--- config.mk ---
export PLATFORM = sky130hd
export DESIGN_NAME = mem_arbiter
export DESIGN_NICKNAME = d
export VERILOG_FILES = /design/src/design/mem_defines.svh /design/src/design/mem_pkg.sv /design/src/design/mem_arbiter.sv
export SDC_FILE = /design/constraint.sdc
export NUM_CORES = 1
export LEC_CHECK = 0
export BUFFER_PORTS_ARGS = -buffer_cell sky130_fd_sc_hd__buf_2
export CAP_MARGIN = 25
export CORE_AREA = 2 2 122 124
export CTS_BUF_LIST = sky130_fd_sc_hd__clkbuf_4 sky130_fd_sc_hd__clkbuf_8 sky130_fd_sc_hd__clkbuf_16
export DETAILED_ROUTE_END_ITERATION = 8
export DIE_AREA = 0 0 124 126
export PLACE_DENSITY = 0.77
export SYNTH_ARGS = -nofsm -noshare
export SYNTH_HDL_FRONTEND = slang
export SYNTH_SLANG_ARGS = --single-unit
export TNS_END_PERCENT = 5
--- constraint.sdc ---
create_clock -name clk -period 7.8 [get_ports clk]
set_input_delay 1.17 -clock clk [delete_from_list [all_inputs] [get_ports clk]]
set_output_delay 1.17 -clock clk [all_outputs]
set_load 0.005 [all_outputs]
--- src/design/mem_defines.svh ---
`ifndef MEM_DEFINES_SVH
`define MEM_DEFINES_SVH

// array size in 32-bit words
`define MEM_DEPTH_WORDS 256

// word index taken from address bits 9:2
`define MEM_INDEX_BITS 8

// wait states before ready, at least 1
`define MEM_WAIT_CYCLES 2

`endif

--- src/design/mem_pkg.sv ---
package mem_pkg;

  // request from a port, nonzero strobe means write
  typedef struct packed {
    logic        mem_valid;
    logic        mem_instr;
    logic [31:0] mem_addr;
    logic [31:0] mem_wdata;
    logic [3:0]  mem_wstrb;
  } mem_in_type;

  // response, ready is a one-cycle pulse
  typedef struct packed {
    logic        mem_ready;
    logic [31:0] mem_rdata;
  } mem_out_type;

  // which port owns the memory bus
  typedef enum logic [1:0] {
    no_access    = 2'b00,
    instr_access = 2'b01,
    data_access  = 2'b10
  } access_type;

  // memory controller states
  typedef enum logic [1:0] {
    mem_idle    = 2'b00,
    mem_wait    = 2'b01,
    mem_respond = 2'b10
  } mem_state_type;

endpackage

--- src/design/mem_arbiter.sv ---
`timescale 1ns/100ps

module mem_arbiter
  import mem_pkg::*;
(
  input  logic        clk,
  input  logic        rst,
  input  mem_in_type  imem_in,
  output mem_out_type imem_out,
  input  mem_in_type  dmem_in,
  output mem_out_type dmem_out,
  output mem_in_type  bus_req,
  input  mem_out_type bus_rsp
);

  access_type owner;
  access_type owner_next;
  mem_in_type held_req;
  mem_in_type held_req_next;

  // grant and bus drive
  always_comb begin
    owner_next    = owner;
    held_req_next = held_req;
    bus_req       = held_req;
    if (owner == no_access) begin
      bus_req = '0;
      // data port has priority
      if (dmem_in.mem_valid) begin
        owner_next    = data_access;
        held_req_next = dmem_in;
        bus_req       = dmem_in;
      end else if (imem_in.mem_valid) begin
        owner_next    = instr_access;
        held_req_next = imem_in;
        bus_req       = imem_in;
      end
    end else if (bus_rsp.mem_ready) begin
      // next grant waits one cycle after ready
      owner_next = no_access;
    end
  end

  // response goes to the owner only
  always_comb begin
    imem_out = '0;
    dmem_out = '0;
    case (owner)
      instr_access: begin
        imem_out = bus_rsp;
      end
      data_access: begin
        dmem_out = bus_rsp;
      end
      default: begin
        imem_out = '0;
        dmem_out = '0;
      end
    endcase
  end

  always_ff @(posedge clk) begin
    if (!rst) begin
      owner <= no_access;
    end else begin
      owner <= owner_next;
    end
  end

  always_ff @(posedge clk) begin
    held_req <= held_req_next;
  end

  // one port answered at a time
  a_ready_onehot: assert property (
    @(posedge clk) disable iff (!rst)
    !(imem_out.mem_ready && dmem_out.mem_ready)
  );

  // no direct handover between ports
  a_owner_via_idle: assert property (
    @(posedge clk) disable iff (!rst)
    (owner != no_access) |=> (owner == $past(owner)) || (owner == no_access)
  );

  // a bus ready always has a port to go to
  a_ready_has_owner: assert property (
    @(posedge clk) disable iff (!rst)
    bus_rsp.mem_ready |-> (owner != no_access)
  );

endmodule

==> impl_metrics.env <==
export IMPL_worst_ep_required_time_ns=6.63
export IMPL_detailed_place_hpwl_mm=10.9
export IMPL_synth_fp_nets=659
export IMPL_rsz0062_at_grt="no"
export IMPL_ir_worst_vdd_uv=99.5
export IMPL_hold_path_cell_count=2
export IMPL_cp_end_kind="output port"
export IMPL_cts_clk_slew_worst_paths_ns=0.05
export IMPL_yosysWarnings=0
export IMPL_grt_pass1_wl_mm=23.1
export IMPL_floorplan_core_area_mm2=0.0143
export IMPL_netlist_top_cells_area="sky130_fd_sc_hd__edfxtp_1 39%, sky130_fd_sc_hd__mux2_2 14%, sky130_fd_sc_hd__a2bb2oi_1 11%"
export IMPL_report_power_total_uw=1250
export IMPL_post_route_cells_drive_above_1_share_pct=53.0
export IMPL_synth_enable_flop_cells=69
export IMPL_share_of_the_synthesized_area_in_the_top_cell_type_pct=39.2
export IMPL_fin_skew_ns=0.00472
export IMPL_most_frequent_cell_after_synthesis="sky130_fd_sc_hd__edfxtp_1"
export IMPL_report_final_slew_viol_count=0
export IMPL_min_period_ns=4.27
export IMPL_synth_async_sr_flop_share_pct=0
export IMPL_die_area_mm2=0.0156
export IMPL_final_core_utilization_pct=49.9
export IMPL_final_total_negative_setup_slack_ns=0
export IMPL_ctsHoldBuffers=0
export IMPL_fmax_mhz=234
export IMPL_rr_startpoint="owner[1]"
export IMPL_cp_arrival_ns=3.10
export IMPL_report_final_setup_viol=0
export IMPL_drt_pre_antenna_iters=5
export IMPL_power_density_mw_per_mm2=175
export IMPL_hold_path_startpoint="rst"
export IMPL_drt_total_wl_mm=16.0
export IMPL_tritoncts_num_buffers=9
export IMPL_cell_type_contributing_the_most_total_cell_area_after_synthesis="sky130_fd_sc_hd__edfxtp_1"
export IMPL_numClockSinks=71
export IMPL_report_final_hold_viol_count=0
export IMPL_critPathMaxStageDelay_ns=0.75
export IMPL_worst_setup_sp="dmem_in[69]"
export IMPL_crit_type="in2out"
export IMPL_vias_per_instance=5.35
export IMPL_ys_seq_elements=71
export IMPL_slew_headroom_pct=42.1
export IMPL_grt_start_max_net_pins=120
export IMPL_synth_cell_types=24
export IMPL_cap_violations=0
export IMPL_cts_buffer_depth=2
export IMPL_cts_root_buffer_cell="sky130_fd_sc_hd__clkbuf_16"
export IMPL_setup_worst_path_start_class="input pin"
export IMPL_timing_hold_worst_class="in2reg"
export IMPL_yosys_top_cells_count="69 x sky130_fd_sc_hd__edfxtp_1, 66 x sky130_fd_sc_hd__and2_1"
export IMPL_final_antenna_net_count=0
export IMPL_clock_tree_from_tritoncts="yes"
export IMPL_io_buffers=310
export IMPL_overflow=0
export IMPL_power_leakage_uw=0.00316
export IMPL_timing_critical_path_buf_inv=3
export IMPL_count_of_h_tree_levels_built_during_cts=3
export IMPL_rows=44
export IMPL_netlist_instances=484
export IMPL_avgSynthCellArea_um2=10.9
export IMPL_cp_cell_sequence="buf_6 > buf_4 > a211oi_1 > a2bb2oi_1 > buf_2"
export IMPL_area_growth_syn_to_layout_pct=35.1
export IMPL_clk_latency_ns=0.33
export IMPL_synth_main_ff_cell="sky130_fd_sc_hd__edfxtp_1"
export IMPL_drt_iter0_markers=293
export IMPL_cts_setup_buffers=0
export IMPL_synth_area_mm2=0.00529
export IMPL_insertedDiodeCount=0
export IMPL_placer_congestion_estimate=0.889
export IMPL_io_pins=311
export IMPL_chipHeight_um=126
export IMPL_timing_worst_slew_pin_value_ns=0.869
export IMPL_wl_per_cell_um=16.9
export IMPL_post_cts_resize_count=0
export IMPL_ff2ff_path_depth=5
export IMPL_fillers=1342
export IMPL_chipWidth_um=124
export IMPL_run_status="finished clean"
export IMPL_critical_path_top_delay_family="buffers and inverters"
export IMPL_grt_antenna_before_repair=0
export IMPL_detail_route_drc_violations=0
export IMPL_gr_usage_all_layers_pct=18.8
export IMPL_routed_via_count=5039
export IMPL_highest_fanout_seen_on_the_critical_path=119
export IMPL_first_global_vias=4552
export IMPL_crit_slowest_cell="sky130_fd_sc_hd__buf_4"
export IMPL_final_nets=929
export IMPL_worstSetupPathDepth=5
export IMPL_floorplan_initialDensity_pct=37.0
export IMPL_fin_crit_sh_pct=54.8
export IMPL_synth_sequential_area_ratio_pct=39.9
-- power by group --
part           total [uW]  switching [uW]  internal (uW)  leakage [uW]
Combinational         363             176            187       0.00232
Sequential            482            11.6            471      0.000696
Clock                 404             152            252      0.000142
-- metal layers --
layer / share of wire, % / track usage (%)
met1: 44 / 24.8
met2: 45 / 29.3
met3: 8.9 / 6.20
met4: 2.0 / 5.82
met5: 0 / 0
-- placed cells by master (no fill, tap or decap), types with 2 or more instances in the layout --
| cell | instances |
|---|---|
| sky130_fd_sc_hd__o31ai_1 | 4 |
| sky130_fd_sc_hd__a2bb2oi_1 | 65 |
| sky130_fd_sc_hd__and2_1 | 66 |
| sky130_fd_sc_hd__and2b_1 | 2 |
| sky130_fd_sc_hd__clkinv_2 | 2 |
| sky130_fd_sc_hd__o21ai_0 | 4 |
| sky130_fd_sc_hd__clkbuf_16 | 9 |
| sky130_fd_sc_hd__dfxtp_2 | 2 |
| sky130_fd_sc_hd__o21a_1 | 2 |
| sky130_fd_sc_hd__nand3b_1 | 65 |
| sky130_fd_sc_hd__nor2_4 | 2 |
| sky130_fd_sc_hd__mux2_2 | 65 |
| sky130_fd_sc_hd__edfxtp_1 | 69 |
| sky130_fd_sc_hd__buf_2 | 309 |
| sky130_fd_sc_hd__nor2b_1 | 2 |
| sky130_fd_sc_hd__buf_4 | 6 |
| sky130_fd_sc_hd__clkbuf_4 | 2 |
| sky130_fd_sc_hd__a211oi_1 | 65 |
| sky130_fd_sc_hd__mux2i_1 | 4 |
| sky130_fd_sc_hd__inv_1 | 4 |
-- state kept, by name, summed over array words and instances, names as in the netlist --
register / cells
owner: 2
held_req: 69
-- cells by family after synthesis --
kind of cell | share of synthesized area, %
buffers and inverters | 5.96
multiplexers | 14.6
AND/OR/NAND/NOR | 18.3
AO/OA/AOI/OAI | 21.2
flip-flops | 39.9
-- area by class of cell --
cell class / count / area (um^2) / share of cell area [%]
Clock buffer: 11 / 240 / 3.36
Clock inverter: 4 / 47.5 / 0.665
Inverter: 4 / 15.0 / 0.210
Multi-Input combinational cell: 351 / 2880 / 40.3
Sequential cell: 71 / 2110 / 29.6
Tap cell: 184 / 230 / 3.22
Timing Repair Buffer: 317 / 1620 / 22.7
-- path summary, 6_finish.rpt --
path                  end  slack, ns
max            bus_req[2]       3.53
min              owner[1]       1.06
max reg2reg  held_req[31]       5.44
min reg2reg      owner[1]       1.14
-- through the flow --
stage	cells	hold slack (ns)	area [um^2]	worst slack [ns]
after floorplan	484	0.723	5290	2.98
after global placement	926	1.14	6840	3.63
after detailed placement	926	1.13	6840	3.57
after CTS	941	1.04	7130	3.57
after global routing	942	1.05	7150	3.32
final	942	1.06	7150	3.53
Note: power is estimated with default switching activity, not from simulation.
